$ cat src/k2mm_pkg.sv
package k2mm_pkg;

    // ##############################
    // partitioning and sizes
    localparam int LANES      = 4;
    localparam int BANK_DEPTH = 16;
    localparam int FIFO_DEPTH = 4;
    localparam int FIFO_AW    = $clog2(FIFO_DEPTH);

    // ##############################
    // data types
    typedef logic [3:0]  addr_t;
    typedef logic [31:0] word_t;
    typedef logic [1:0]  lane_t;
    typedef logic [3:0]  sig_t;

    // fifo pointer and fill level
    typedef logic [FIFO_AW-1:0] fptr_t;
    typedef logic [FIFO_AW:0]   fcount_t;

    // last element of a bank
    localparam addr_t LAST_ADDR = addr_t'(BANK_DEPTH - 1);

    // room for the write in flight plus one more
    localparam fcount_t FULL_LEVEL = fcount_t'(FIFO_DEPTH - 2);

    // ##############################
    // kernel control
    typedef enum logic [1:0] {
        IDLE,
        RUN,
        DRAIN,
        DONE
    } kstate_t;

endpackage
$ cat src/kernel_ram.sv
`timescale 1ns/1ns

module kernel_ram
    import k2mm_pkg::*;
#(
    parameter bit    OP_SEL  = 1'b0,
    parameter lane_t LANE_ID = '0
)
(
    input  logic  ap_clk,
    input  logic  rst,
    input  logic  load_en,
    input  logic  load_op,
    input  lane_t load_lane,
    input  addr_t load_addr,
    input  word_t load_data,
    input  logic  ce,
    input  addr_t addr,
    output word_t q
);

    word_t mem [BANK_DEPTH];
    logic  sel;

    // only the bank matching operand and lane takes the host write
    assign sel = load_en && (load_op == OP_SEL) && (load_lane == LANE_ID);

    always_ff @(posedge ap_clk)
    begin
        if (sel)
        begin
            mem[load_addr] <= load_data;
        end
    end

    // one cycle read for the kernel
    always_ff @(posedge ap_clk)
    begin
        if (rst)
        begin
            q <= '0;
        end
        else if (ce)
        begin
            q <= mem[addr];
        end
    end

endmodule

$ cat config.mk
export PLATFORM = sky130hd
export DESIGN_NAME = kernel_ram
export DESIGN_NICKNAME = d
export VERILOG_FILES = /design/src/k2mm_pkg.sv /design/src/kernel_ram.sv
export SDC_FILE = /design/constraint.sdc
export NUM_CORES = 1
export LEC_CHECK = 0
export ABC_AREA = 1
export BUFFER_PORTS_ARGS = -buffer_cell sky130_fd_sc_hd__clkbuf_2
export CAP_MARGIN = 20
export CELL_PAD_IN_SITES_DETAIL_PLACEMENT = 2
export CELL_PAD_IN_SITES_GLOBAL_PLACEMENT = 2
export CORE_MARGIN = 2
export CORE_UTILIZATION = 38
export DETAILED_ROUTE_END_ITERATION = 8
export PLACE_DENSITY = 0.76
export SLEW_MARGIN = 40
export SYNTH_ARGS = -nofsm -noshare
export SYNTH_HDL_FRONTEND = slang
export SYNTH_SLANG_ARGS = --single-unit
$ cat constraint.sdc
create_clock -name ap_clk -period 2.9 [get_ports ap_clk]
set_input_delay 0.435 -clock ap_clk [delete_from_list [all_inputs] [get_ports ap_clk]]
set_output_delay 0.435 -clock ap_clk [all_outputs]
set_load 0.005 [all_outputs]
# == After elaboration in Yosys (flattened, before gate mapping) ==
# Memory sizes are Yosys's and may differ from the RTL's. A register that Yosys moved wholly into a read port is not among the register bits.
# Cells that the tools add are included.
# totals
elab_cells,7
mem_bits_rw,512
memories,1
regBits,0
input_bits,47
out_inout_bits,32
# op_classes
n_bitwise,1
n_reduce_logical,3
mux,2
# memory_table
memory,words,width,read_ports,rd_clocked_by_memory_dff,write_ports,line_no,source
mem,16,32,1,1,1,kernel_ram.sv:22,word_t mem [BANK_DEPTH];
# op_table
cell,count
logical AND 1 bit,2
zero test 2 bit,1
two-way mux 1 bit,2
NOT 1 bit,1

# == Logic depth before layout (Yosys ltp) ==
# Gate-level depths: netlist of run 1.
# logic_depth
ltp_word,5
mapped_depth,12
ltp_nobuf,9

# == Least setup slack after synthesis of run 1 ==
# No wires, ideal clock.
# synth_timing
path_type,input to register
startpoint,input load_op
endpoint,memory mem[0][0] (netlist name) (enable)
path_stages,3
arrival_ns,2.537
setup_ns,0.421
path_buffers,0
t_required_ns,2.479
slack_ns,-0.059
path_cell_list,nor4b_1 -> nand3_1 -> nor2_1
# synth_via
elab_chain_cells,5
# synth_rtl
element,line_no,source
"start, declared",kernel_ram.sv:13,"input logic load_op,"
NOT 1 bit,kernel_ram.sv:26,assign sel = load_en && (load_op == OP_SEL) && (load_lane == LANE_ID);
logical AND 1 bit (2 in a row),kernel_ram.sv:26,
two-way mux 1 bit,kernel_ram.sv:30,if (sel)
two-way mux 1 bit (implied by the code),kernel_ram.sv:32,mem[load_addr] <= load_data;
"end, declared",kernel_ram.sv:22,
# No other way between the ends.

# == Final worst setup path of run 1 ==
# layout_timing
startpoint,input load_op
endpoint,memory mem[8][30] (netlist name) (enable)
# The elaborated chain is that of the path after synthesis.

==> results.yml, run 1 <==
run_status:
  status: "completed"
hold_path:
  min_path_type: "in2reg"
  holdPathStages: 1
  min_to: "mem[3][19]"
  holdCritStartpoint: "load_data[19]"
job:
  cap_violations: 0
die:
  design.core.area_um2: 57370
  start_util: 0.3824
  rows: 88
  die_area_um2: 59670
  fp.dieH_um: 244.3
  die_x_um: 244.3
  io_pins: 79
clocking:
  clock-sinks: 544
  cts_resized: 0
  cts.clk_slew.worst_paths_ns: 0.06
  htree_levels: 2
  clock_path_buffers: 3
  clock-root-buffer: "clkbuf_16"
  numCtsBuffers: 57
  cts_tree: "built"
  postCtsSetupBuffers: 0
  insertion_delay_ns: 0.62
  hold_buffers: 0
timing:
  hold_ws_ns: 0.2229
  final-setup-viol-count: 0
  hold_viol_final: 0
  slew_viol_final: 0
  clock-skew-final_ns: 0.02707
  relSlewSlack: 0.4700
  tightest_slew_ns: 0.7950
  max_freq_ghz: 0.5871
  tns_ns: 0
  fin_crit_ns: 1.703
  layout_setup_ws_ns: 1.197
  rsz0062_at_grt: "no"
  layout_worst_path_cycle_share: 0.5873
global_routing:
  grt_start_max_net_pins: 129
  antenna_found_initial: 4
  grt_usage: 0.2346
  grt_pass1_vias: 16650
  grt_pass1_wl_um: 104200
  grt.overflow.total: 0
detailed_routing:
  wirelength_um: 69510
  drtAntennaViolNets: 0
  dr_total_vias: 14840
  drc: 0
  routedWlPerCell_um: 25.29
  drt_iter0_drc: 1002
  first_pass_iters: 5
  vias_per_cell: 5.399
power_and_ir_drop:
  irDropWorstVdd_uv: 442.2
  power-per-cell-area_nw_per_um2: 676.8
  p_leak_nw: 9.247
  power.total_mw: 16.93
placed_design:
  dp_worst_setup_slack_ns: 0.2293
  port_buffers: 78
  place_hpwl_um: 35060
  gp_congestion: 0.7061
setup_path:
  r2r_end: "q[2]"
  cp-start-kind: "primary input"
  critPathMaxFanout: 32
  required_ns: 3.17
  reg2reg_slack_ns: 1.59
  cp-end-kind: "flip-flop"
  r2r_start: "mem[11][2]"
  worstRegToRegCells: 8
  critPathArrivalTime_ns: 1.97
  worstSetupPathType: "in2reg"
synthesis:
  yosys.cell_types.count: 16
  synth_cells: 1876
  avgSynthCellArea_um2: 11.69
  mappedNetlistArea_um2: 21940
  synth-seq-cells: 544
  synth_nets: 1923
  seq_area_frac_synth: 0.7301
  ys_warn_count: 0
final_layout:
  drive_gt1_frac: 0.1049
  area_growth_pct: 14.01
  fillers: 5772
  mostFrequentLayoutCell: "nand2_1"
  most-common-layout-cells: "676 x nand2_1, 512 x edfxtp_1, 420 x nand3_1"
  nets: 1981
==> registers in the layout, summed over array words and instances (netlist names) <==
name  flops
mem     512
q        32
==> kinds of logic after synthesis <==
group | count (synthesis) | share of synthesized area
DFF | 544 | 0.7301
and+or+nand+nor | 1177 | 0.2256
buffers and inverters | 155 | 0.04432
==> worst max-delay path, stage by stage <==
cell and delay [ns]:
clkbuf_2 0.09, nor4b_2 0.45, nand3_1 0.43, nor2_4 0.22, buf_12 0.32
==> through the flow <==
| step | area [um2] | utilization | std cells |
|---|---|---|---|
| detailed placement | 23200 | 0.4044 | 2640 |
| floorplan | 21940 | - | 1876 |
| finish | 25010 | 0.4360 | 2749 |
| global route | 25010 | 0.4359 | 2748 |
| CTS | 25000 | 0.4358 | 2747 |
| global placement | 23200 | 0.4044 | 2640 |
==> worst max path at each step <==
stage | slack [ns] | from | cells past startpoint | to
after global placement | 0.28 | load_op | 5 | mem[15][28]
after detailed placement | 0.23 | load_op | 5 | mem[15][22]
after CTS | 0.87 | load_op | 5 | mem[15][22]
after floorplan | -0.06 | load_op | 3 | mem[0][0]
final | 1.20 | load_op | 5 | mem[8][30]
after global routing | 1.06 | load_op | 5 | mem[15][22]
==> layer usage <==
layer / up-vias / track usage / wire length, um
met3: 101 / 0.03468 / 3079
li1: 6609 / - / -
met5: - / 0 / 13
met2: 328 / 0.4114 / 35390
met1: 7803 / 0.3020 / 29310
met4: 2 / 0.06743 / 1720
==> cells in the mapped netlist <==
| cell | n | area, um2 |
|---|---|---|
| nand2_1 | 676 | 2537 |
| edfxtp_1 | 512 | 15370 |
| nand3_1 | 420 | 2102 |
| nor2_1 | 80 | 300.3 |
| inv_1 | 38 | 142.6 |
| buf_6 | 34 | 382.9 |
| dfxtp_1 | 32 | 640.6 |
| buf_2 | 28 | 140.1 |
| clkbuf_1 | 22 | 82.58 |
| buf_4 | 18 | 135.1 |
| buf_1 | 11 | 41.29 |
| buf_12 | 1 | 20.02 |
| buf_8 | 1 | 15.01 |
| inv_2 | 1 | 3.750 |
| inv_6 | 1 | 8.760 |
| nor4b_1 | 1 | 8.760 |
==> report_power, final <==
part | total (mW) | switching (mW) | internal [mW] | leakage [nW]
Sequential | 8.67 | 0.0285 | 8.64 | 4.87
Clock | 7.25 | 3.09 | 4.15 | 0.874
Combinational | 1.01 | 0.735 | 0.273 | 3.50
==> area by class of cell <==
cell class | instances | area, um2 | area share
clock inverter | 31 | 304.0 | 0.01216
timing repair buffer | 114 | 997.2 | 0.03987
tap | 765 | 957.2 | 0.03827
antenna | 2 | 5.005 | 0.0002001
clock buffer | 76 | 1498 | 0.05989
inverter | 40 | 157.7 | 0.006304
multi-input combinational | 1177 | 5075 | 0.2029
sequential | 544 | 16020 | 0.6404
Power figures use the tool's default switching activity.
==> inputs of run 2 (changes only) <==
--- a/config.mk
+++ b/config.mk
@@ -5,15 +5,15 @@
 export SDC_FILE = /design/constraint.sdc
 export NUM_CORES = 1
 export LEC_CHECK = 0
-export ABC_AREA = 1
+export ABC_AREA = 0
 export BUFFER_PORTS_ARGS = -buffer_cell sky130_fd_sc_hd__clkbuf_2
 export CAP_MARGIN = 20
 export CELL_PAD_IN_SITES_DETAIL_PLACEMENT = 2
 export CELL_PAD_IN_SITES_GLOBAL_PLACEMENT = 2
 export CORE_MARGIN = 2
-export CORE_UTILIZATION = 38
+export CORE_UTILIZATION = 40
 export DETAILED_ROUTE_END_ITERATION = 8
-export PLACE_DENSITY = 0.76
+export PLACE_DENSITY = 0.73
 export SLEW_MARGIN = 40
 export SYNTH_ARGS = -nofsm -noshare
 export SYNTH_HDL_FRONTEND = slang
==> constraint.sdc (replaced) <==
create_clock -name ap_clk -period 1.45 [get_ports ap_clk]
set_input_delay 0.2175 -clock ap_clk [delete_from_list [all_inputs] [get_ports ap_clk]]
set_output_delay 0.2175 -clock ap_clk [all_outputs]
set_load 0.005 [all_outputs]
==> results.yml, run 2 <==
run_status:
  status: "completed"
power_and_ir_drop:
  seqPwrFrac: 0.516
  p_leak_nw: 9.066
  p_clk_frac: 0.427
  power-per-cell-area_nw_per_um2: 1335
  p_sw_frac: 0.2259
  switchingPower_mw: 7.602
  p_int_mw: 26.05
  p_comb_frac: 0.056
  power.total_mw: 33.65
  irDropWorstVdd_uv: 1017
detailed_routing:
  wl_met3_um: 3283
  dr.max_layer_used: "met5"
  vias_per_cell: 5.628
  routedWlPerCell_um: 31.55
  drtAntennaViolNets: 0
  dr_wl_met2_um: 34640
  first_pass_iters: 5
  m1WireLength_um: 27920
  wirelength_um: 67550
  drc: 0
  drt_iter0_drc: 864
  dr_total_vias: 12050
setup_path:
  worstRegToRegCells: 4
  crit_top_cell: "buf_4"
  slowest_delay_ns: 0.38
  worstSetupPathType: "in2reg"
  critPathArrivalTime_ns: 1.72
  reg2reg_slack_ns: 0.09
  r2r_end: "q[3]"
  r2r_start: "mem[0][3]"
  crit_start: "load_op"
  cp-end-kind: "flip-flop"
  crit_cells: 7
  path_delay_family: "simple AND/OR/NAND/NOR gates"
  critPathMaxFanout: 17
  critPathSlowestCell: "nor4b_4"
  required_ns: 1.75
  path_cells: "clkbuf_2, nor4b_4, buf_4, nand3_1, buf_4, nor3_4, buf_12"
  cp-start-kind: "primary input"
  crit_end: "mem[3][30]"
  cp_num_buf_inv: 4
placed_design:
  dp_worst_setup_slack_ns: -0.5281
  gp_congestion: 0.7598
  place_hpwl_um: 40550
  dpl_cell_area_um2: 23430
  port_buffers: 78
synthesis:
  synth_edf_count: 512
  synth_common_cells: "512 x edfxtp_1, 256 x mux2i_1, 98 x nand2_1"
  ys_warn_count: 0
  synth_fa_ha_area_frac: 0
  synthFlopType: "edfxtp_1"
  synthTopCellsByArea: "edfxtp_1 73%, mux2i_1 12%, dfxtp_1 3.1%"
  synth-seq-cells: 544
  mappedNetlistArea_um2: 20940
  async_reset_ff_frac: 0
  yosys.cell_types.count: 24
  synth_top_family_by_area: "multiplexers"
  yosys.area_share.simple: 0.04828
  synth_nets: 1265
  yosys-mux-area-fraction: 0.1224
  synth.most_common_cell: "edfxtp_1"
  synth_compound_area_frac: 0.04004
  avgSynthCellArea_um2: 17.19
  seq_area_frac_synth: 0.7649
  synth_top_area_frac: 0.7343
  synth_largest_area_cell: "edfxtp_1"
  synth-xor-area-share: 0
  synth_cells: 1218
clocking:
  cts_resized: 0
  clock-sinks: 544
  cts.clk_slew.worst_paths_ns: 0.07
  postCtsSetupBuffers: 0
  hold_buffers: 0
  insertion_delay_ns: 0.61
  numCtsBuffers: 56
  htree_levels: 2
  clock-root-buffer: "clkbuf_16"
  clock_path_buffers: 3
  cts_tree: "built"
die:
  io_pins: 79
  design.core.area_um2: 51510
  rows: 83
  die_x_um: 232.8
  die_area_um2: 54190
  fp.dieH_um: 232.8
  start_util: 0.4065
global_routing:
  grt_usage: 0.2533
  antenna_found_initial: 1
  grt_pass1_vias: 13790
  grt_start_max_net_pins: 35
  grt.overflow.total: 0
  grt_pass1_wl_um: 97990
final_layout:
  nets: 1461
  largest_reg_flops: 512
  fin_util: 0.4894
  regMostFlops: "mem"
  seq_area_um2: 16020
  reg.largest.list: "mem: 512 flops, q: 32 flops"
  fillers: 4728
  area_growth_pct: 20.41
  mostFrequentLayoutCell: "edfxtp_1"
  diodes: 0
  drive_gt1_frac: 0.2183
  fin_area_um2: 25210
  multi_input_area_um2: 4607
  most-common-layout-cells: "512 x edfxtp_1, 256 x mux2i_1, 97 x nand3_1, 97 x nand2_1"
hold_path:
  min_path_type: "in2reg"
timing:
  slew_viol_final: 0
  relSlewSlack: 0.6333
  hold_viol_final: 0
  hold_ws_ns: 0.09807
  layout_worst_path_cycle_share: 0.9803
  max_freq_ghz: 0.7035
  rsz0062_at_grt: "no"
  tightest_slew_ns: 0.5488
  clock-skew-final_ns: 0.02100
  layout_setup_ws_ns: 0.02854
  fin_crit_ns: 1.421
  final-setup-viol-count: 0
job:
  cap_violations: 0
-- run 2: changes by cell type in the layout (fill, tap and decap cells not counted), moves of 64 or more --
cell,previous run,this run
nand3_1,420,97
mux2i_1,0,256
buf_4,12,77
a22oi_1,0,64
nor2_1,64,0
nand2_1,676,97
-- run 2: logic make-up (layout without fill, tap and decap cells) --
| logic type | Yosys count | after routing |
|---|---|---|
| buffers and inverters | 66 | 309 |
| AOI/OAI and AO/OA | 128 | 128 |
| DFF | 544 | 544 |
| muxes | 256 | 256 |
| and+or+nand+nor | 224 | 224 |
-- run 2: how the worst min path moves through the flow --
| stage | from | end | cells past startpoint |
|---|---|---|---|
| finish | load_data[13] | mem[9][13] | 1 |
| global route | load_data[21] | mem[7][21] | 1 |
| CTS | load_data[17] | mem[7][17] | 1 |
| detailed placement | q[18] | q[18] | 2 |
| global placement | q[21] | q[21] | 2 |
| floorplan | load_data[0] | mem[0][0] | 0 |
-- run 2: metrics by stage --
stage / setup TNS [ns] / cells
2_1_floorplan: -246.00 / 1218
3_5_place_dp: -227.08 / 2036
3_3_place_gp: -189.14 / 2036
4_1_cts: 0 / 2141
5_1_grt: 0 / 2141
6_report: 0 / 2141
-- run 2: power groups by stage --
stage	Combinational, mW	Clock [mW]	Sequential, mW
2_1_floorplan	0.846	0	17.7
3_5_place_dp	1.86	0	17.7
4_1_cts	1.90	14.6	17.4
5_1_grt	2.00	15.1	17.4
6_report	1.90	14.4	17.4
3_3_place_gp	1.75	0	17.7
-- run 2: metal layers --
layer	up-vias	GRT usage
met4	2	0.07146
met1	6447	0.3262
met3	103	0.04142
met5	-	0
li1	5135	-
met2	363	0.4419
-- run 2: cell type report --
cell class,count,area share
Multi-Input combinational cell,608,0.1827
Sequential cell,544,0.6353
Timing Repair Buffer,204,0.07772
Tap cell,680,0.03375
Clock inverter,27,0.008388
Clock buffer,78,0.06214
-- run 2: worst register-to-register path: stages, from the launching register on --
cell      delay [ns]
edfxtp_1        0.45
mux2i_1         0.28
a22oi_1         0.17
nand3_1         0.19
nand3_1         0.14
