### src/k2mm_pkg.sv
package k2mm_pkg;

    // ##############################
    // partitioning and sizes
    localparam int LANES      = 4;
    localparam int BANK_DEPTH = 16;
    localparam int FIFO_DEPTH = 4;
    localparam int FIFO_AW    = $clog2(FIFO_DEPTH);

    // ##############################
    // data types
    typedef logic [3:0]  addr_t;
    typedef logic [31:0] word_t;
    typedef logic [1:0]  lane_t;
    typedef logic [3:0]  sig_t;

    // fifo pointer and fill level
    typedef logic [FIFO_AW-1:0] fptr_t;
    typedef logic [FIFO_AW:0]   fcount_t;

    // last element of a bank
    localparam addr_t LAST_ADDR = addr_t'(BANK_DEPTH - 1);

    // room for the write in flight plus one more
    localparam fcount_t FULL_LEVEL = fcount_t'(FIFO_DEPTH - 2);

    // ##############################
    // kernel control
    typedef enum logic [1:0] {
        IDLE,
        RUN,
        DRAIN,
        DONE
    } kstate_t;

endpackage
### src/xor_reducer.sv
`timescale 1ns/1ns

module xor_reducer
    import k2mm_pkg::*;
(
    input  logic             ap_clk,
    input  logic             rst,
    input  logic             drain_en,
    input  logic [LANES-1:0] empty_n,
    input  word_t            head [LANES],
    output logic [LANES-1:0] pop,
    output sig_t             data_out,
    output logic             data_valid
);

    logic [7:0]       xor_1 [LANES];
    logic [LANES-1:0] valid_1;
    logic [7:0]       xor_2 [2];
    logic [1:0]       valid_2;
    logic [7:0]       xor_3;
    logic             valid_3;

    // bytewise fold of one word
    function automatic logic [7:0] fold_word(input word_t w);
        return w[7:0] ^ w[15:8] ^ w[23:16] ^ w[31:24];
    endfunction

    // only valid inputs take part, zero if neither
    function automatic logic [7:0] merge(
        input logic       v0,
        input logic [7:0] x0,
        input logic       v1,
        input logic [7:0] x1
    );
        return ({8{v0}} & x0) ^ ({8{v1}} & x1);
    endfunction

    assign pop = {LANES{drain_en}} & empty_n;

    // ##############################
    // valid pipeline
    always_ff @(posedge ap_clk)
    begin
        if (rst)
        begin
            valid_1    <= '0;
            valid_2    <= '0;
            valid_3    <= 1'b0;
            data_valid <= 1'b0;
        end
        else
        begin
            valid_1    <= pop;
            valid_2[0] <= valid_1[0] | valid_1[1];
            valid_2[1] <= valid_1[2] | valid_1[3];
            valid_3    <= valid_2[0] | valid_2[1];
            data_valid <= valid_3;
        end
    end

    // ##############################
    // data pipeline
    always_ff @(posedge ap_clk)
    begin
        for (int i = 0; i < LANES; i++)
        begin
            xor_1[i] <= fold_word(head[i]);
        end
        xor_2[0] <= merge(valid_1[0], xor_1[0], valid_1[1], xor_1[1]);
        xor_2[1] <= merge(valid_1[2], xor_1[2], valid_1[3], xor_1[3]);
        xor_3    <= merge(valid_2[0], xor_2[0], valid_2[1], xor_2[1]);
        data_out <= xor_3[7:4] ^ xor_3[3:0];
    end

endmodule

### config.mk
export PLATFORM = sky130hd
export DESIGN_NAME = xor_reducer
export DESIGN_NICKNAME = d
export VERILOG_FILES = /design/src/k2mm_pkg.sv /design/src/xor_reducer.sv
export SDC_FILE = /design/constraint.sdc
export NUM_CORES = 1
export LEC_CHECK = 0
export ABC_AREA = 1
export BUFFER_PORTS_ARGS = -buffer_cell sky130_fd_sc_hd__buf_2
export CAP_MARGIN = 30
export CELL_PAD_IN_SITES_DETAIL_PLACEMENT = 0
export CELL_PAD_IN_SITES_GLOBAL_PLACEMENT = 1
export CORE_ASPECT_RATIO = 0.7
export CORE_MARGIN = 8
export CORE_UTILIZATION = 33
export CTS_CLUSTER_DIAMETER = 120
export CTS_CLUSTER_SIZE = 20
export DETAILED_ROUTE_END_ITERATION = 8
export PLACE_DENSITY = 0.85
export SETUP_SLACK_MARGIN = 0.2
export SLEW_MARGIN = 20
export SYNTH_ARGS = -nofsm -noshare
export SYNTH_HDL_FRONTEND = slang
export SYNTH_SLANG_ARGS = --single-unit
### constraint.sdc
create_clock -name ap_clk -period 1.21 [get_ports ap_clk]
set_clock_uncertainty 0.2 [all_clocks]
set_input_delay 0.242 -clock ap_clk [delete_from_list [all_inputs] [get_ports ap_clk]]
set_output_delay 0.242 -clock ap_clk [all_outputs]
set_load 0.02 [all_outputs]
Word-level counts from Yosys, hierarchy flattened
Memory sizes are Yosys's and may differ from the RTL's.
Cells that the tools add are included.
W data, S select, Z words.
{ "op_classes": {"bitwise_logic": 26} }
{ "ops": {"columns": ["op", "count"], "rows": [
  ["$xor A8 B8 Y8", 15],
  ["$and A8 B8 Y8", 6],
  ["$and A4 B4 Y4", 1],
  ["$xor A4 B4 Y4", 1],
  ["$or A1 B1 Y1", 3]
]} }
{ "word_totals": {"regBits": 20, "mem_bits_rw": 48, "mem_count": 2} }
{ "memory_table": {"columns": ["memory", "words", "width", "read_ports", "rd_clocked_by_memory_dff", "wr", "line_no", "rtl"], "rows": [
  ["xor_1", 4, 8, 4, 0, 4, "xor_reducer.sv:16", "logic [7:0] xor_1 [LANES];"],
  ["xor_2", 2, 8, 2, 0, 2, "xor_reducer.sv:18", "logic [7:0] xor_2 [2];"]
]} }

Depth between registers and ports, before layout
Gate-level depths: netlist of the first run.
{ "logic_depth": {"depth_word": 3, "depth_mapped": 5, "ltp_nobuf": 5} }

Worst setup path after synthesis of the first run
OpenSTA, ideal clock, no wires.
{ "synth_timing": {"path_type": "register to register", "startpoint": "reg valid_1[3]", "endpoint": "mem xor_2[1][6] (netlist: xor_2[0][14])", "setup_time_ns": 0.117, "arrival_ns": 0.614, "required_time_ns": 0.893, "slack_ns": 0.279, "path_stages_with_launch": 4, "path_buffers": 1, "cell_sequence": "dfxtp_1 -> buf_6 -> nand2_1 -> xor2_1"} }
{ "synth_rtl": {"columns": ["item", "line_no", "rtl"], "rows": [
  ["start: declaration", "xor_reducer.sv:17", "logic [LANES-1:0] valid_1;"],
  ["start signal: assignment", "xor_reducer.sv:53", "valid_1 <= pop;"],
  ["end: declaration", "xor_reducer.sv:18", null]
]} }

Worst setup path after layout of the first run
{ "layout_timing": {"startpoint": "reg data_out[1]", "endpoint": "out data_out[1]"} }
{ "layout_rtl": {"columns": ["item", "line_no", "rtl"], "rows": [
  ["start: declaration", "xor_reducer.sv:12", "output sig_t data_out,"],
  ["start signal: assignment", "xor_reducer.sv:72", "data_out <= xor_3[7:4] ^ xor_3[3:0];"]
]} }
No word-level cell between the ends.

==> results of run 1 <==
worst min path at each step:
stage	startpoint	to	slack, ns	cells past startpoint
final	rst	data_valid	-0.009	2
after global routing	rst	valid_2[1]	-0.008	2
after CTS	drain_en	valid_1[1]	-0.04	3
after detailed placement	valid_3	data_valid	0.20	2
after global placement	valid_3	data_valid	0.20	2
after floorplan	drain_en	valid_1[0]	0.18	2
placed cells by master, fill, tap and decap left out, drive strengths merged:
| cell type | Yosys | final |
|---|---|---|
| nor2 | 75 | 75 |
| buf | 7 | 149 |
| nand2 | 308 | 308 |
| xnor2 | 32 | 32 |
| clkbuf | 0 | 13 |
| xor2 | 28 | 28 |
| inv | 133 | 133 |
| clkinv | 0 | 2 |
| dfxtp | 68 | 68 |
report_power, final:
| group | internal, mW | switching [mW] |
|---|---|---|
| registers | 2.44 | 0.0779 |
| clock network | 1.48 | 0.817 |
| logic | 0.491 | 0.529 |
| total | 4.41 | 1.42 |
registers in the layout, indices dropped and copies added (netlist names):
signal / count
valid_2: 2
data_out: 4
valid_1: 4
xor_3: 8
xor_1: 32
valid_3: 1
data_valid: 1
xor_2: 16
kinds of logic (layout without fill, tap and decap cells):
| family | count (synthesis) | after routing | share of synthesized area [%] |
|---|---|---|---|
| buf+inv | 140 | 297 | 14.68 |
| flops | 68 | 68 | 34.94 |
| simple gates | 383 | 383 | 36.90 |
| xor+xnor | 60 | 60 | 13.49 |
Yosys cell counts:
master / number
nor2_1: 75
nand2_1: 308
xor2_1: 28
xnor2_1: 32
dfxtp_1: 68
buf_2: 1
buf_6: 6
inv_1: 133
timing repair:
action	in CTS	in global routing
endpoints found under the hold margin	5	1
pin swaps	3	4
setup buffers	2	4
resized for setup	45	6
setup endpoints to repair	33	16
gates cloned	0	0
stage by stage:
stage / area [µm²] / setup TNS (ns)
6_report: 5186 / 0
5_1_grt: 5186 / -0.04458
4_1_cts: 5134 / -0.01405
3_5_place_dp: 4736 / 0
3_3_place_gp: 4736 / 0
2_1_floorplan: 3896 / 0
final cells by class:
class                   count  area [µm²]  share of cell area, %
well taps                 157       196.4                  3.788
clock buffers              13       260.3                  5.018
inverters                 133       499.2                  9.626
multi-input cells         443        1993                  38.43
flip-flops and latches     68        1383                  26.66
repair buffers            149       844.6                  16.28
clock inverters             2       10.01                 0.1930
per-layer routing:
metal | vias up | share of wire [%] | track usage [%]
met1 | 1395 | 52 | 14.34
met5 | - | 0 | 0
met3 | 8 | 9.4 | 4.964
met2 | 99 | 38 | 15.55
met4 | 0 | 1.0 | 3.109
li1 | 2133 | - | -
==> summary.txt, run 1 <==
status -> finished with violations
failing checks -> hold timing
Port-buffer cells -> 143
I/O pin total -> 144
Setup crit end -> data_out[1]
dpl cells -> 944
core area -> 11600 µm²
#FFs+latches synth -> 68
drt first pass iters -> 4
final period utilization -> 100.0%
Syn-to-layout area delta -> 33.11%
max incr delay on CP -> 0.33 ns
Tightest Pin Transition -> 0.1813 ns
Die Area -> 15600 µm²
Stages on worst setup path -> 1
post-layout min period -> 1.210 ns
vias -> 3635
Starting Density -> 33.58%
post-synth top area cell -> dfxtp_1
register area share after synthesis -> 34.94%
Synth top area share -> 34.94%
Die H -> 106.9 µm
n_diodes -> 0
worst rel slew slack -> 87.87%
Crit Path Max Fanout -> 1
Distinct cells, synth -> 8
initial antenna violation count -> 0
Max VDD drop -> 0.0006985 V
worst hold slack -> -0.009015 ns
Residual DRC -> 0
CTS sink cnt -> 68
critical path's slowest cell -> dfxtp_2
Area contributors post-synth -> dfxtp_1, nand2_1, inv_1
Reg2Reg Depth -> 2
clk root buf -> clkbuf_16
yosys warns -> 0
first-pass GRT wire length -> 14350 µm
Setup Slack @ Placement -> 0.1093 ns
Crit path max-delay family -> flip-flops
wire per inst -> 8.816 µm
Netlist Area Pre-Place -> 3896 µm²
Worst-path clk slew -> 0.05 ns
RSZ-0062 raised after global routing -> true
DP Wirelength -> 6918 µm
Cells after Synth -> 651
Avg Cell Area, Syn -> 5.985 µm²
Total GRT Usage -> 10.87%
grt ovf -> 0
WL final -> 8507 µm
die width -> 145.9 µm
FILL cells -> 1224
Rows -> 33
final hold violation count -> 3
maximum clock rate -> 826.5 MHz
nets -> 939
Critical path origin -> data_out[1]
final core utilization -> 44.70%
synthesized net count -> 786
worst path buffer plus inverter count -> 1
total CTS buffers -> 9
Final Setup Violations -> 0
CTS tree -> built
layout cells sized above 1 -> 22.40%
Reg2Reg Setup Slack -> 0.25 ns
vias in the first global route -> 3381
Reg-to-Reg End -> xor_2[0][2]
crit-path cells -> buf_6
Cell Pwr Density -> 1125 nW/µm²
Vias/cell -> 3.767
FF-to-FF Start -> valid_1[0]
critical path startpoint category -> register
endpoint class of the critical path -> output pin
CTS max path bufs -> 2
Worst Hold Class -> in -> reg
final setup margin -> 0.00005135 ns
Worst Path Required -> 0.77 ns
MaxCap Viol Count -> 0
largest net degree at the start of global routing -> 11
H-Tree Depth -> 3
final antenna-violating net count -> 0
overall power -> 5.836 mW
worst path arrival time -> 0.77 ns
Crit Path Category -> reg -> out
worst skew pair latency -> 0.32 ns
DR iter-0 viols -> 98
RePlAce Congestion -> 0.7109
Finished Layout Cells -> 965
Max Slew Vio Count -> 0
Pleak -> 3.155 nW
No activity file was read; power rests on OpenSTA's default activity.
==> inputs of run 2 (changes only) <==
--- a/config.mk
+++ b/config.mk
@@ -5,7 +5,6 @@
 export SDC_FILE = /design/constraint.sdc
 export NUM_CORES = 1
 export LEC_CHECK = 0
-export ABC_AREA = 1
 export BUFFER_PORTS_ARGS = -buffer_cell sky130_fd_sc_hd__buf_2
 export CAP_MARGIN = 30
 export CELL_PAD_IN_SITES_DETAIL_PLACEMENT = 0
@@ -16,7 +15,7 @@
 export CTS_CLUSTER_DIAMETER = 120
 export CTS_CLUSTER_SIZE = 20
 export DETAILED_ROUTE_END_ITERATION = 8
-export PLACE_DENSITY = 0.85
+export PLACE_DENSITY = 0.84
 export SETUP_SLACK_MARGIN = 0.2
 export SLEW_MARGIN = 20
 export SYNTH_ARGS = -nofsm -noshare
==> run 2 against run 1 <==
The run still ends with hold timing left. Synthesized area fell by 29%. Final cell count fell by 46%. Setup slack better by 0.0028 ns. Critical path type unchanged.
==> summary.txt, run 2 <==
Pleak -> 1.742 nW
n_diodes -> 0
most common cell after layout, fill and taps aside -> buf_2
Comb pwr share -> 13.6%
Rows -> 28
worst hold stages -> 2
dpl cells -> 503
Worst Path Required -> 0.77 ns
final antenna-violating net count -> 0
endpoint class of the critical path -> output pin
first-pass GRT wire length -> 9459 µm
most frequent cells in the layout -> buf_2, xnor2_1, xor2_1
most common cell in the netlist -> dfxtp_1
Vias/cell -> 3.940
Finished Layout Cells -> 520
post-route setup TNS -> 0 ns
max incr delay on CP -> 0.32 ns
top cells by count, synth -> dfxtp_1, xnor2_1, xor2_1
drt first pass iters -> 2
Syn-to-layout area delta -> 43.75%
Post-synth EDFFs -> 0
largest net degree at the start of global routing -> 14
clk root buf -> clkbuf_16
vias in the first global route -> 2323
post-synth top area cell -> dfxtp_1
Main synth FF type -> dfxtp_1
Distinct cells, synth -> 8
Starting Density -> 33.41%
post-layout min period -> 1.207 ns
max FFs per register -> 32
Reg2Reg Depth -> 2
grt ovf -> 0
worst path buffer plus inverter count -> 1
die width -> 125.6 µm
worst skew pair latency -> 0.32 ns
Port-buffer cells -> 143
Avg Cell Area, Syn -> 10.63 µm²
final hold violation count -> 2
Worst-path clk slew -> 0.06 ns
DP Wirelength -> 4754 µm
total CTS buffers -> 9
sequential fraction of design power -> 44.3%
core area -> 8303 µm²
synthesized net count -> 396
wire per inst -> 11.13 µm
Switch Pwr -> 1.361 mW
failing checks -> hold timing
CTS sink cnt -> 68
RePlAce Congestion -> 0.7107
Die H -> 92.71 µm
Final Setup Violations -> 0
worst path arrival time -> 0.77 ns
final period utilization -> 99.77%
Netlist Area Pre-Place -> 2774 µm²
CTS max path bufs -> 2
vias -> 2049
crit-path cells -> buf_6
worst rel slew slack -> 87.46%
RSZ-0062 raised after global routing -> true
Synth top area share -> 49.08%
Cell Pwr Density -> 1505 nW/µm²
H-Tree Depth -> 3
Total GRT Usage -> 10.10%
overall power -> 6.003 mW
largest registers -> xor_1 (32), xor_2 (16), xor_3 (8)
initial antenna violation count -> 0
Cells after Synth -> 261
worst hold slack -> -0.004483 ns
Int Power -> 4.642 mW
nets -> 545
CTS tree -> built
Worst Hold Class -> in -> reg
DR iter-0 viols -> 34
I/O pin total -> 144
Area contributors post-synth -> dfxtp_1, xnor2_1, xor2_1
Post-synth ARST share -> 0%
Top reg by flops -> xor_1
Die Area -> 11640 µm²
Tightest Pin Transition -> 0.1868 ns
yosys warns -> 0
MaxCap Viol Count -> 0
Residual DRC -> 0
Max VDD drop -> 0.0006875 V
Crit Path Category -> reg -> out
Stages on worst setup path -> 1
Crit Path Max Fanout -> 1
#FFs+latches synth -> 68
critical path's slowest cell -> dfxtp_2
clock power share -> 42.1%
critical path startpoint category -> register
WL final -> 5785 µm
Crit path max-delay family -> flip-flops
switching share of total power -> 22.68%
maximum clock rate -> 828.4 MHz
Max Slew Vio Count -> 0
layout cells sized above 1 -> 42.17%
register area share after synthesis -> 49.08%
status -> finished with violations
==> run 2: power groups by stage <==
stage / registers (mW) / clock network, mW / logic (mW)
after global placement: 2.72 / 0 / 0.776
after detailed placement: 2.70 / 0 / 0.791
final: 2.66 / 2.53 / 0.819
after global routing: 2.69 / 2.70 / 0.912
after floorplan: 2.67 / 0 / 0.478
after CTS: 2.67 / 2.60 / 0.832
==> run 2: cell families after synthesis <==
logic type             Yosys count  share of synthesized area (%)
buffers and inverters            6                          2.436
AND/OR/NAND/NOR                 63                          9.337
XOR/XNOR                       124                          39.15
flip-flops                      68                          49.08
==> run 2: path summary, 6_finish.rpt <==
| kind | endpoint | start | slack (ns) |
|---|---|---|---|
| setup / recovery | data_valid | data_valid | 0.003 |
| hold / removal | valid_2[1] | rst | -0.004 |
| setup reg to reg | xor_2[0][6] | valid_1[0] | 0.26 |
| hold reg to reg | data_out[1] | xor_3[5] | 0.21 |
==> run 2: cell type report <==
cell class	count	area, µm²
clock inverters	7	76.32
flip-flops and latches	68	1385
clock buffers	9	225.2
repair buffers	144	814.5
multi-input cells	187	1355
fillers	777	4315
well taps	105	131.4
==> run 2: metal layers <==
metal,share of wire [%],wire length [µm],vias to the layer above,global-route usage (%)
li1,-,-,1080,-
met1,40,2328,887,10.50
met2,50,2868,75,17.17
met3,9.1,528,7,5.967
met4,1.0,59,0,2.725
met5,0,0,-,0
==> run 2: repair_timing <==
action                     4_1_cts  5_1_grt
gates cloned                     0        0
setup endpoints to repair       33       27
resized for setup               37        6
buffers inserted                 1        0
hold endpoints to repair         4        0
pin swaps                        2        1
==> run 2: metrics by stage <==
step / util (%) / setup slack [ns] / area (µm²) / hold slack [ns]
after floorplan: - / 0.2789 / 2774 / 0.1136
after global placement: 42.80 / 0.09917 / 3553 / 0.2122
after detailed placement: 42.80 / 0.1036 / 3553 / 0.2161
after CTS: 47.78 / -0.01083 / 3968 / -0.01410
after global routing: 48.03 / -0.02651 / 3988 / 0.01263
final: 48.03 / 0.002816 / 3988 / -0.004483
