===== config.mk =====
export PLATFORM = sky130hd
export DESIGN_NAME = out_fifo
export DESIGN_NICKNAME = d
export VERILOG_FILES = /design/src/k2mm_pkg.sv /design/src/out_fifo.sv
export SDC_FILE = /design/constraint.sdc
export NUM_CORES = 1
export LEC_CHECK = 0
export BUFFER_PORTS_ARGS = -buffer_cell sky130_fd_sc_hd__clkbuf_2
export CELL_PAD_IN_SITES_DETAIL_PLACEMENT = 1
export CELL_PAD_IN_SITES_GLOBAL_PLACEMENT = 2
export CORE_ASPECT_RATIO = 1.4
export CORE_MARGIN = 2
export CORE_UTILIZATION = 40
export DETAILED_ROUTE_END_ITERATION = 8
export PLACE_DENSITY = 0.78
export SYNTH_ARGS = -nofsm -noshare
export SYNTH_HDL_FRONTEND = slang
export SYNTH_SLANG_ARGS = --single-unit

===== constraint.sdc =====
create_clock -name ap_clk -period 1.86 [get_ports ap_clk]
set_input_delay 0.093 -clock ap_clk [delete_from_list [all_inputs] [get_ports ap_clk]]
set_output_delay 0.093 -clock ap_clk [all_outputs]
set_load 0.03 [all_outputs]

===== src/k2mm_pkg.sv =====
package k2mm_pkg;

    // ##############################
    // partitioning and sizes
    localparam int LANES      = 4;
    localparam int BANK_DEPTH = 16;
    localparam int FIFO_DEPTH = 4;
    localparam int FIFO_AW    = $clog2(FIFO_DEPTH);

    // ##############################
    // data types
    typedef logic [3:0]  addr_t;
    typedef logic [31:0] word_t;
    typedef logic [1:0]  lane_t;
    typedef logic [3:0]  sig_t;

    // fifo pointer and fill level
    typedef logic [FIFO_AW-1:0] fptr_t;
    typedef logic [FIFO_AW:0]   fcount_t;

    // last element of a bank
    localparam addr_t LAST_ADDR = addr_t'(BANK_DEPTH - 1);

    // room for the write in flight plus one more
    localparam fcount_t FULL_LEVEL = fcount_t'(FIFO_DEPTH - 2);

    // ##############################
    // kernel control
    typedef enum logic [1:0] {
        IDLE,
        RUN,
        DRAIN,
        DONE
    } kstate_t;

endpackage

===== src/out_fifo.sv =====
`timescale 1ns/1ns

module out_fifo
    import k2mm_pkg::*;
(
    input  logic  ap_clk,
    input  logic  rst,
    input  word_t e_din,
    input  logic  e_write,
    output logic  full_n,
    input  logic  pop,
    output word_t head,
    output logic  empty_n
);

    word_t   buf_mem [FIFO_DEPTH];
    fptr_t   wr_ptr;
    fptr_t   rd_ptr;
    fcount_t count;
    logic    do_wr;
    logic    do_rd;

    assign do_wr = e_write && (count != fcount_t'(FIFO_DEPTH));
    assign do_rd = pop && empty_n;

    // show-ahead head
    assign head    = buf_mem[rd_ptr];
    assign empty_n = (count != '0);
    assign full_n  = (count <= FULL_LEVEL);

    always_ff @(posedge ap_clk)
    begin
        if (do_wr)
        begin
            buf_mem[wr_ptr] <= e_din;
        end
    end

    always_ff @(posedge ap_clk)
    begin
        if (rst)
        begin
            wr_ptr <= '0;
            rd_ptr <= '0;
            count  <= '0;
        end
        else
        begin
            if (do_wr)
            begin
                wr_ptr <= wr_ptr + 1'b1;
            end
            if (do_rd)
            begin
                rd_ptr <= rd_ptr + 1'b1;
            end
            count <= count + fcount_t'(do_wr) - fcount_t'(do_rd);
        end
    end

endmodule


# After elaboration in Yosys (flattened, before gate mapping)
# Memories as Yosys holds them, arrays and structs flattened. A register that Yosys moved wholly into a read port is not among the register bits.
# Index checks and enable logic that the tools add are counted.
[totals]
output_inout_bits = 34
reg_bits = 7
input_bits = 36
ram_bits = 128
n_memories = 1
[classes]
n_addsub = 4
magnitude_cmp = 1
eq_ne = 1
reduce_logical = 3
n_mux = 4
[memory_table]
columns = ["memory", "words", "word_bits", "rd", "rd_clocked_by_memory_dff", "wr", "line_no", "text"]
rows = [
  ["buf_mem", 4, 32, 1, 1, 1, "out_fifo.sv:16", "word_t buf_mem [FIFO_DEPTH];"],
]
[op_table]
columns = ["op", "n"]
rows = [
  ["adder 2 x 1 -> 2 bit (second input constant)", 2],
  ["2-to-1 mux 2 bit", 2],
  ["adder 3 x 1 -> 3 bit", 1],
  ["<= comparator 3 x 2 -> 1 bit (second input constant)", 1],
  ["inequality test 3 bit (second input constant)", 1],
  ["nonzero test 3 bit", 1],
  ["subtractor 3 x 1 -> 3 bit", 1],
  ["logical AND 1 bit", 2],
  ["2-to-1 mux 1 bit", 2],
]

# Logic depth before layout (Yosys ltp)
# Gate-level depths: netlist (run 1).
[depth]
ltp_word = 4
mapped_depth = 9
ltp_nobuf = 9

# Worst setup path before layout (run 1)
# No wires, ideal clock.
[synth_timing]
path_kind = "reg-to-reg"
start = "register count[2]"
end = "register count[1]"
stages_incl_launch_ff = 9
t_arrival_ns = 1.687
setup_slack_ns = 0.046
period_less_slack_ns = 1.814
cell_sequence = "dfxtp_1 inv_2 o31a_4 inv_1 ha_1 inv_1 ha_1 fa_1 nor2b_1"
[synth_between]
elab_chain_len = 4
elab_cells_between_ends = 6
cone_classes = "add/sub: 2; eq/ne: 1; reduce/logical: 3"
[synth_rtl]
columns = ["element", "line_no", "text"]
rows = [
  ["from (decl)", "out_fifo.sv:19", "fcount_t count;"],
  ["from (signal assigned)", "out_fifo.sv:57", "count <= count + fcount_t'(do_wr) - fcount_t'(do_rd);"],
  ["inequality test 3 bit", "out_fifo.sv:23", "assign do_wr = e_write && (count != fcount_t'(FIFO_DEPTH));"],
  ["logical AND 1 bit", "out_fifo.sv:23", ""],
  ["adder 3 x 1 -> 3 bit", "out_fifo.sv:57", ""],
  ["subtractor 3 x 1 -> 3 bit (*)", "out_fifo.sv:57", ""],
]
# Mark *: on every way between the ends. The rest lies on a longest branch, timed or not.
# A chain may end at the register's enable or synchronous reset.

# Worst setup path after layout (run 1)
[layout_timing]
start = "register count[2]"
end = "register count[1]"
[layout_between]
elab_cells_between_ends = 6
cone_classes = "add/sub: 2; eq/ne: 1; reduce/logical: 3"
[layout_lines]
columns = ["element", "line_no", "text"]
rows = [
  ["nonzero test 3 bit", "out_fifo.sv:28", "assign empty_n = (count != '0);"],
  ["logical AND 1 bit", "out_fifo.sv:24", "assign do_rd = pop && empty_n;"],
  ["net do_rd", "out_fifo.sv:21", "logic do_rd;"],
  ["subtractor 3 x 1 -> 3 bit", "out_fifo.sv:57", ""],
]
# The timed path passes the listed nets, and every way through them passes these cells.

==> results.sh, run 1 <==
export IMPL_run_status="finished with violations"
export IMPL_violations_in_the_final_reports="setup timing"
export IMPL_rows=49
export IMPL_finalWirelength_um=10000
export IMPL_floorplan_die_height_um=138
export IMPL_synth_distinct_cells=25
export IMPL_initial_detailed_routing_violation_count=147
export IMPL_initial_core_util_pct=40.6
export IMPL_flops_latches_synth=137
export IMPL_max_stage_delay_ps=520
export IMPL_power_density_nw_per_um2=1540
export IMPL_finalWorstPathRequiredPeriod_ps=1880
export IMPL_yosys_most_used_dff="edfxtp_1"
export IMPL_critical_path_reg2reg_startpoint="count[2]"
export IMPL_area_of_the_die_sq_um=13800
export IMPL_path_max_fanout=4
export IMPL_yosysSeqAreaShare_pct=78.1
export IMPL_worstMarginPinSlew_ps=405
export IMPL_vias=2538
export IMPL_setup_viol_count_final=1
export IMPL_global_route_overflow_total=0
export IMPL_mappedNetlistNets=261
export IMPL_drive_above_1_share_pct=46.2
export IMPL_synthTopCellsByArea="edfxtp_1 75%, mux4_2 13%, dfxtp_1 3.5%"
export IMPL_post_synth_inst_count=217
export IMPL_worst_setup_path_type="reg2reg"
export IMPL_area_delta_synth_final_pct=35.7
export IMPL_gr_usage_all_layers_pct=16.1
export IMPL_drc_viols=0
export IMPL_final_nets=390
export IMPL_drtPass1Iterations=4
export IMPL_synth_async_reset_ratio_pct=0
export IMPL_clock_sinks=137
export IMPL_synth_yosys_warnings=0
export IMPL_final_period_utilization_pct=101
export IMPL_synth_edff_count=128
export IMPL_cts_root_buffer_cell="clkbuf_16"
export IMPL_ant_diodes=0
export IMPL_timing_fmax_mhz=531
export IMPL_crit_path_cell_trace="o31a_1 -> ha_4 -> inv_2 -> ha_4 -> fa_2 -> nor2b_1"
export IMPL_path_common_cell="ha_4"
export IMPL_cp_num_buf_inv=1
export IMPL_crit_path_end_kind="flop"
export IMPL_setup_tns_ps=-24.8
export IMPL_slack_of_the_critical_path_ps=-24.8
export IMPL_final_hpwl_from_detailed_placement_um=6080
export IMPL_average_instance_area_after_synthesis_sq_um=23.7
export IMPL_worst_setup_path_startpoint="count[2]"
export IMPL_finalHoldViolCount=0
export IMPL_cpLargestDelayFamily="adder cells"
export IMPL_cts_buffer_depth=2
export IMPL_cts_tree="yes"
export IMPL_share_of_the_synthesized_area_in_the_top_cell_type_pct=74.6
export IMPL_cpMaxStageDelayCell="fa_2"
export IMPL_start_kind="flop"
export IMPL_synth_top_cells_by_count="128 x edfxtp_1, 30 x mux4_2, 9 x dfxtp_1"
export IMPL_holdCritPathClass="in2reg"
export IMPL_finalClockSkew_ps=6.99
export IMPL_holdWs_ps=159
export IMPL_leakagePower_nw=2.47
export IMPL_route_detailed_vias_per_inst=4.96
export IMPL_port_buffers=69
export IMPL_number_of_global_route_vias_before_repair=2915
export IMPL_cp_required_ps=2200
export IMPL_antenna_found_initial=0
export IMPL_number_of_clock_buffers_inserted_by_tritoncts=17
export IMPL_maxSlewViolCount=0
export IMPL_slew_headroom_pct=72.6
export IMPL_cts_clk_slew_worst_paths_ps=60
export IMPL_routedWlPerCell_um=19.6
export IMPL_yosysMostFrequentCell="edfxtp_1"
export IMPL_finalCoreUtilization_pct=55.1
export IMPL_netlist_top_cell_by_area="edfxtp_1"
export IMPL_number_of_antenna_violating_nets_in_the_routed_design=0
export IMPL_largest_net_degree_at_the_start_of_global_routing=26
export IMPL_irDropWorstVdd_uv=722
export IMPL_count_of_maximum_capacitance_violations=0
export IMPL_clock_latency_ps=410
export IMPL_worstHoldStart="pop"
export IMPL_critical_path_at_ps=2220
export IMPL_wire_length_of_the_first_global_routing_pass_um=16100
export IMPL_unrepaired_setup_endpoints_after_global_routing="yes"
export IMPL_boundaryPins=70
export IMPL_die_wd_um=99.9
export IMPL_cell_area_synth_sq_um=5150
export IMPL_floorplan_core_area_sq_um=12700
export IMPL_globalplace_congestion=0.706
export IMPL_cts_max_level=4
metrics by stage:
stage          instances  power [mW]  setup WS [ps]  area (sq um)
4_1_cts              511        10.7         0.0628          6870
5_1_grt              512        11.2          -60.8          6990
6_report             512        10.8          -24.8          6990
3_3_place_gp         441        6.48           33.3          5760
3_5_place_dp         441        6.55          -39.8          5760
2_1_floorplan        217        5.82           46.4          5150
power by group:
group          internal [mW]  switching (mW)
registers               3.76           0.130
clock network           2.55            1.29
logic                   1.41            1.64
total                   7.71            3.06
routing by layer:
layer,global-route usage [%],wire [um],up-vias
met1,17.9,3730,1306
li1,-,-,1153
met4,5.84,141,0
met5,0,0,-
met2,28.4,5770,68
met3,5.26,393,11
final cells by class:
cell class | count | area [sq um]
clock buffers | 17 | 425
clock inverters | 15 | 260
fillers | 1122 | 5700
inverters | 8 | 35.0
multi-input cells | 64 | 1030
flip-flops and latches | 137 | 4040
well taps | 153 | 191
repair buffers | 118 | 1010
layout by cell type, fill, tap and decap left out, types with 3 or more instances in the layout:
cell type	n
buf_6	13
buf_4	8
inv_6	4
ha_1	5
and2_2	4
buf_12	8
mux4_2	32
dlygate4sd3_1	33
dfxtp_4	3
nor2_1	6
clkinv_4	3
dfxtp_1	4
bufinv_16	6
buf_2	9
clkbuf_16	17
clkbuf_2	43
buf_8	3
edfxtp_1	128
inv_1	5
state kept, by name, indices dropped and copies added (netlist names), named ones only:
name / flops
buf_mem: 128
count: 3
rd_ptr: 2
wr_ptr: 2
kinds of logic after synthesis:
family | after synthesis | synth area share, %
flops | 137 | 78.1
mux | 34 | 14.6
buf+inv | 16 | 2.33
simple gates | 15 | 1.53
fa+ha+maj | 8 | 2.09
compound gates | 4 | 0.826
xor+xnor | 3 | 0.510
worst paths after layout:
| kind | end | slack (ps) | cells past startpoint |
|---|---|---|---|
| hold / removal | flop | 160 | 4 |
| hold reg to reg | wr_ptr[1] | 520 | 2 |
| setup reg to reg | count[1] | -20 | 6 |
| setup / recovery | count[1] | -20 | 6 |
what timing repair did:
item                       in CTS  in global routing
cloned                          0                  0
hold endpoints to repair      133                  0
gates resized for setup        13                 72
setup endpoints to repair       7                 27
setup buffers                   5                  1
hold buffers                   33                  0
pin swaps                       2                  5
worst register-to-register path, cell delays in order (launching register included):
cell and delay, ps:
dfxtp_4 360, o31a_1 350, ha_4 280, inv_2 40, ha_4 150, fa_2 520
nor2b_1 120
Note: power is estimated with default switching activity, not from simulation.
==> run 2: changes to the inputs <==
Settings changed: CORE_UTILIZATION 40 to 42, CTS_BUF_LIST set to sky130_fd_sc_hd__clkbuf_4, PLACE_DENSITY 0.78 to 0.81.
==> run 2 against run 1 <==
- the run still ends with setup timing left
- final area shrank 4.2%
- die area is 4.6% lower
- sequential power barely moved
- first-iteration DRC count fell by 54%
- global-route usage decreased by 0.27 points
- setup slack worse by 70 ps
- sequential share of layout area is 2.5 points higher
- core utilization grew 1.3 points
- clock power fell by 60%
- maximum frequency decreased by 3.6%
- largest cell class unchanged
==> results.sh, run 2 (synthesis results as in run 1) <==
export IMPL_path_max_fanout=13
export IMPL_vias=2565
export IMPL_cts_tree="yes"
export IMPL_worstMarginPinSlew_ps=522
export IMPL_rows=47
export IMPL_number_of_clock_buffers_inserted_by_tritoncts=17
export IMPL_setup_viol_count_final=32
export IMPL_finalClockSkew_ps=9.90
export IMPL_finalWorstPathRequiredPeriod_ps=1950
export IMPL_holdWs_ps=152
export IMPL_holdCritPathClass="in2reg"
export IMPL_largest_registers="buf_mem x128, count x3"
export IMPL_start_kind="flop"
export IMPL_die_wd_um=97.6
export IMPL_slack_of_the_critical_path_ps=-94.6
export IMPL_p_sw_share_pct=32.0
export IMPL_worst_setup_path_type="reg2out"
export IMPL_final_nets=392
export IMPL_cp_num_buf_inv=2
export IMPL_largest_register="buf_mem"
export IMPL_leakagePower_nw=2.33
export IMPL_initial_detailed_routing_violation_count=68
export IMPL_unrepaired_setup_endpoints_after_global_routing="yes"
export IMPL_cpLargestDelayFamily="multiplexers"
export IMPL_cp_required_ps=1770
export IMPL_boundaryPins=70
export IMPL_area_of_the_die_sq_um=13200
export IMPL_max_stage_delay_ps=550
export IMPL_crit_path_cell_trace="buf_12 -> mux4_2 -> buf_8"
export IMPL_number_of_global_route_vias_before_repair=2894
export IMPL_internal_power_mw=6.05
export IMPL_pwr_share_seq_pct=43.7
export IMPL_irDropWorstVdd_uv=584
export IMPL_drc_viols=0
export IMPL_routedWlPerCell_um=19.0
export IMPL_critical_path_at_ps=1860
export IMPL_floorplan_core_area_sq_um=11900
export IMPL_flip_flop_count_of_the_largest_register_all_copies_and_words_added=128
export IMPL_violations_in_the_final_reports="setup timing"
export IMPL_cts_clk_slew_worst_paths_ps=110
export IMPL_cts_buffer_depth=2
export IMPL_cpMaxStageDelayCell="mux4_2"
export IMPL_most_used_cells_in_the_layout_excluding_fill_and_tap_cells="128 x edfxtp_1, 37 x clkbuf_2, 34 x dlygate4sd3_1"
export IMPL_count_of_maximum_capacitance_violations=0
export IMPL_finalHoldViolCount=0
export IMPL_cts_max_level=4
export IMPL_final_hpwl_from_detailed_placement_um=5650
export IMPL_final_period_utilization_pct=105
export IMPL_final_fill_count=1054
export IMPL_route_detailed_vias_per_inst=5.06
export IMPL_cts_root_buffer_cell="clkbuf_4"
export IMPL_antenna_found_initial=1
export IMPL_initial_core_util_pct=43.4
export IMPL_clock_sinks=137
export IMPL_clock_latency_ps=530
export IMPL_power_frac_comb_pct=39.1
export IMPL_overall_power_mw=8.89
export IMPL_switching_power_mw=2.84
export IMPL_crit_path_end_kind="output pin"
export IMPL_mostFrequentLayoutCell="edfxtp_1"
export IMPL_timing_fmax_mhz=512
export IMPL_global_route_overflow_total=0
export IMPL_largest_net_degree_at_the_start_of_global_routing=33
export IMPL_drive_above_1_share_pct=45.7
export IMPL_gr_usage_all_layers_pct=15.8
export IMPL_finalWirelength_um=9640
export IMPL_globalplace_congestion=0.738
export IMPL_maxSlewViolCount=0
export IMPL_number_of_antenna_violating_nets_in_the_routed_design=0
export IMPL_power_density_nw_per_um2=1330
export IMPL_setup_tns_ps=-2000
export IMPL_port_buffers=69
export IMPL_floorplan_die_height_um=135
export IMPL_area_delta_synth_final_pct=30.1
export IMPL_clkPwrFrac_pct=17.2
export IMPL_drtPass1Iterations=4
export IMPL_wire_length_of_the_first_global_routing_pass_um=15400
export IMPL_run_status="finished with violations"
export IMPL_slew_headroom_pct=65.2
[run 2: final timing paths]
check	from	end	slack (ps)	cells after the start
setup / recovery	flop	head[9]	-90	3
hold / removal	e_write	wr_ptr[1]	150	5
setup reg to reg	count[2]	count[1]	0	8
hold reg to reg	wr_ptr[1]	wr_ptr[1]	520	2
[run 2: worst reg2reg max path: cells and delay by family (launching register included)]
kind / cells / cell delay (ps)
compound gates: 1 / 350
fa+ha+maj: 3 / 730
buf+inv: 3 / 180
flops: 1 / 370
simple gates: 1 / 130
[run 2: routing by layer]
| metal | track usage, % | vias up | wire length, um | part of all wire [%] |
|---|---|---|---|---|
| li1 | - | 1155 | - | - |
| met1 | 19.2 | 1309 | 3840 | 40 |
| met2 | 25.7 | 75 | 5100 | 53 |
| met3 | 4.24 | 26 | 352 | 3.6 |
| met4 | 8.95 | 0 | 351 | 3.6 |
| met5 | 0 | - | 0 | 0 |
[run 2: through the flow]
stage	instance area, sq um	instances	utilization (%)	setup slack [ps]
floorplan	5150	217	-	46.4
global placement	5730	434	48.2	23.4
detailed placement	5730	434	48.2	-36.9
CTS	6590	502	55.5	-197
global route	6700	507	56.4	-203
finish	6700	507	56.4	-94.6
[run 2: area by class of cell]
class / instances / area (sq um) / area share [%]
clock buffers: 20 / 150 / 2.24
diodes: 1 / 2.50 / 0.0373
clock inverters: 10 / 57.6 / 0.859
multi-input cells: 64 / 1040 / 15.6
repair buffers: 120 / 1200 / 17.9
well taps: 147 / 184 / 2.74
inverters: 8 / 30.0 / 0.448
flip-flops and latches: 137 / 4040 / 60.2
[run 2: power groups by stage]
stage	Sequential, mW	Combinational [mW]	Clock, mW
final	3.89	3.47	1.53
after global routing	3.92	3.69	1.70
after CTS	3.89	3.23	1.59
after detailed placement	3.95	2.56	0
after global placement	3.93	2.52	0
after floorplan	3.89	1.93	0
[run 2: what timing repair did]
item	CTS	global route
setup buffers	3	4
hold buffers	34	0
setup endpoints to repair	34	34
endpoints found under the hold margin	137	0
gates cloned	1	0
resized for setup	69	38
pin swaps	1	5
==> run 3: changes to the inputs <==
Settings changed: CORE_UTILIZATION 42 to 50, PLACE_DENSITY 0.81 to 0.9.
Clock period 1.86 ns to 2.35 ns, I/O delays scaled along.
==> run 3 against run 2 <==
- the run now ends clean
- critical path type unchanged
- total power is 24% lower
- sequential power is 20% lower
- flip-flop and latch count is the same
- cell count down 4.1%
- count of clock-buffer cells in the layout fell by 1
- critical path depth unchanged
- worst hold slack worse by 66 ps
- register-to-register slack improved by 420 ps
- highest routed layer unchanged
==> results.sh, run 3 (synthesis results as in run 1) <==
export IMPL_maxSlewViolCount=0
export IMPL_gr_usage_all_layers_pct=18.6
export IMPL_flip_flop_count_of_the_largest_register_all_copies_and_words_added=128
export IMPL_number_of_antenna_violating_nets_in_the_routed_design=0
export IMPL_holdWs_ps=86.5
export IMPL_max_stage_delay_ps=590
export IMPL_drive_above_1_share_pct=41.6
export IMPL_rows=43
export IMPL_finalWirelength_um=9440
export IMPL_power_density_nw_per_um2=1060
export IMPL_power_frac_comb_pct=29.4
export IMPL_start_kind="flop"
export IMPL_wire_length_of_the_first_global_routing_pass_um=15000
export IMPL_cts_root_buffer_cell="clkbuf_4"
export IMPL_switching_power_mw=2.11
export IMPL_clock_sinks=137
export IMPL_unrepaired_setup_endpoints_after_global_routing="no"
export IMPL_global_route_overflow_total=0
export IMPL_area_of_the_die_sq_um=11100
export IMPL_worstMarginPinSlew_ps=499
export IMPL_largest_net_degree_at_the_start_of_global_routing=33
export IMPL_crit_path_cell_trace="buf_4 -> mux4_1 -> clkbuf_2"
export IMPL_count_of_maximum_capacitance_violations=0
export IMPL_mostFrequentLayoutCell="edfxtp_1"
export IMPL_globalplace_congestion=0.660
export IMPL_cts_clk_slew_worst_paths_ps=110
export IMPL_vias=2499
export IMPL_boundaryPins=70
export IMPL_largest_register="buf_mem"
export IMPL_finalClockSkew_ps=10.9
export IMPL_path_max_fanout=10
export IMPL_overall_power_mw=6.74
export IMPL_setup_viol_count_final=0
export IMPL_final_nets=382
export IMPL_initial_core_util_pct=51.8
export IMPL_routedWlPerCell_um=19.4
export IMPL_drtPass1Iterations=6
export IMPL_initial_detailed_routing_violation_count=160
export IMPL_floorplan_die_height_um=124
export IMPL_final_cell_count_no_fill=486
export IMPL_finalHoldViolCount=0
export IMPL_final_period_utilization_pct=91.1
export IMPL_area_delta_synth_final_pct=23.2
export IMPL_cts_tree="yes"
export IMPL_multi_input_area_sq_um=1010
export IMPL_ant_diodes=0
export IMPL_number_of_global_route_vias_before_repair=2715
export IMPL_irDropWorstVdd_uv=418
export IMPL_setup_tns_ps=0
export IMPL_timing_fmax_mhz=467
export IMPL_leakagePower_nw=2.23
export IMPL_number_of_clock_buffers_inserted_by_tritoncts=17
export IMPL_finalWorstPathRequiredPeriod_ps=2140
export IMPL_antenna_found_initial=0
export IMPL_clkPwrFrac_pct=24.5
export IMPL_slew_headroom_pct=66.7
export IMPL_ff_latch_area_sq_um=4030
export IMPL_die_wd_um=89.8
export IMPL_placed_cells=420
export IMPL_post_route_cell_area_sq_um=6350
export IMPL_worst_setup_path_type="reg2out"
export IMPL_floorplan_core_area_sq_um=9950
export IMPL_p_sw_share_pct=31.3
export IMPL_finalCoreUtilization_pct=63.8
export IMPL_cp_required_ps=2230
export IMPL_slack_of_the_critical_path_ps=209
export IMPL_final_hpwl_from_detailed_placement_um=5800
export IMPL_cts_post_setup_buffers_inserted=0
export IMPL_cts_buffer_depth=2
export IMPL_largest_registers="buf_mem x128, count x3"
export IMPL_regToRegSetupSlack_ps=420
export IMPL_clock_latency_ps=490
export IMPL_most_used_cells_in_the_layout_excluding_fill_and_tap_cells="128 x edfxtp_1, 69 x clkbuf_2, 34 x dlygate4sd3_1"
export IMPL_run_status="complete, no violations"
export IMPL_pwr_share_seq_pct=46.1
export IMPL_detailedPlace_worstSlack_ps=414
export IMPL_route_detailed_vias_per_inst=5.14
export IMPL_port_buffers=69
export IMPL_internal_power_mw=4.63
export IMPL_cpMaxStageDelayCell="mux4_1"
export IMPL_drc_viols=0
export IMPL_cts_max_level=4
export IMPL_crit_path_end_kind="output pin"
export IMPL_critical_path_at_ps=2020
export IMPL_final_fill_count=850
export IMPL_holdCritPathClass="in2reg"
export IMPL_placed_area_sq_um=5690
run 3: cell count changes in the layout (fill, tap and decap cells not counted), moves of 3 or more:
cell / before / now
clkbuf_4: 22 / 19
clkinvlp_4: 4 / 1
bufinv_16: 0 / 4
clkbuf_2: 37 / 69
dfxtp_1: 4 / 7
buf_8: 29 / 0
clkinv_4: 0 / 3
buf_4: 11 / 3
run 3: per-layer routing:
| layer | track usage [%] | share of wire [%] |
|---|---|---|
| met1 | 22.7 | 41 |
| met3 | 5.32 | 4.4 |
| met4 | 7.21 | 1.8 |
| met5 | 0 | 0 |
| met2 | 31.9 | 53 |
run 3: worst max-delay path: cells and delay by family (launching register included):
family	cells	cell delay [ps]
multiplexers	1	590
buffers and inverters	2	480
flip-flops	1	460
run 3: cell type report:
cell class / count / area share [%]
clock buffers: 19 / 2.25
clock inverters: 13 / 2.80
inverters: 8 / 0.473
multi-input cells: 64 / 16.0
flip-flops and latches: 137 / 63.4
well taps: 135 / 2.66
repair buffers: 110 / 12.4
run 3: final timing paths:
path / startpoint / cells after the start / endpoint
min: pop / 4 / rd_ptr[1]
min reg2reg: wr_ptr[1] / 2 / wr_ptr[1]
max reg2reg: count[2] / 8 / count[1]
max: flop / 3 / head[29]
run 3: what timing repair did:
| action | 4_1_cts | 5_1_grt |
|---|---|---|
| endpoints found under the hold margin | 136 | 0 |
| resized for setup | 0 | 1 |
| hold buffers | 34 | 0 |
| endpoints found under the setup margin | 0 | 3 |
run 3: power by group through the flow:
stage,Clock (mW),Combinational (mW),Sequential (mW)
3_3_place_gp,0,1.91,3.13
3_5_place_dp,0,1.95,3.16
6_report,1.65,1.98,3.11
2_1_floorplan,0,1.53,3.08
5_1_grt,1.79,2.11,3.14
4_1_cts,1.69,2.01,3.11
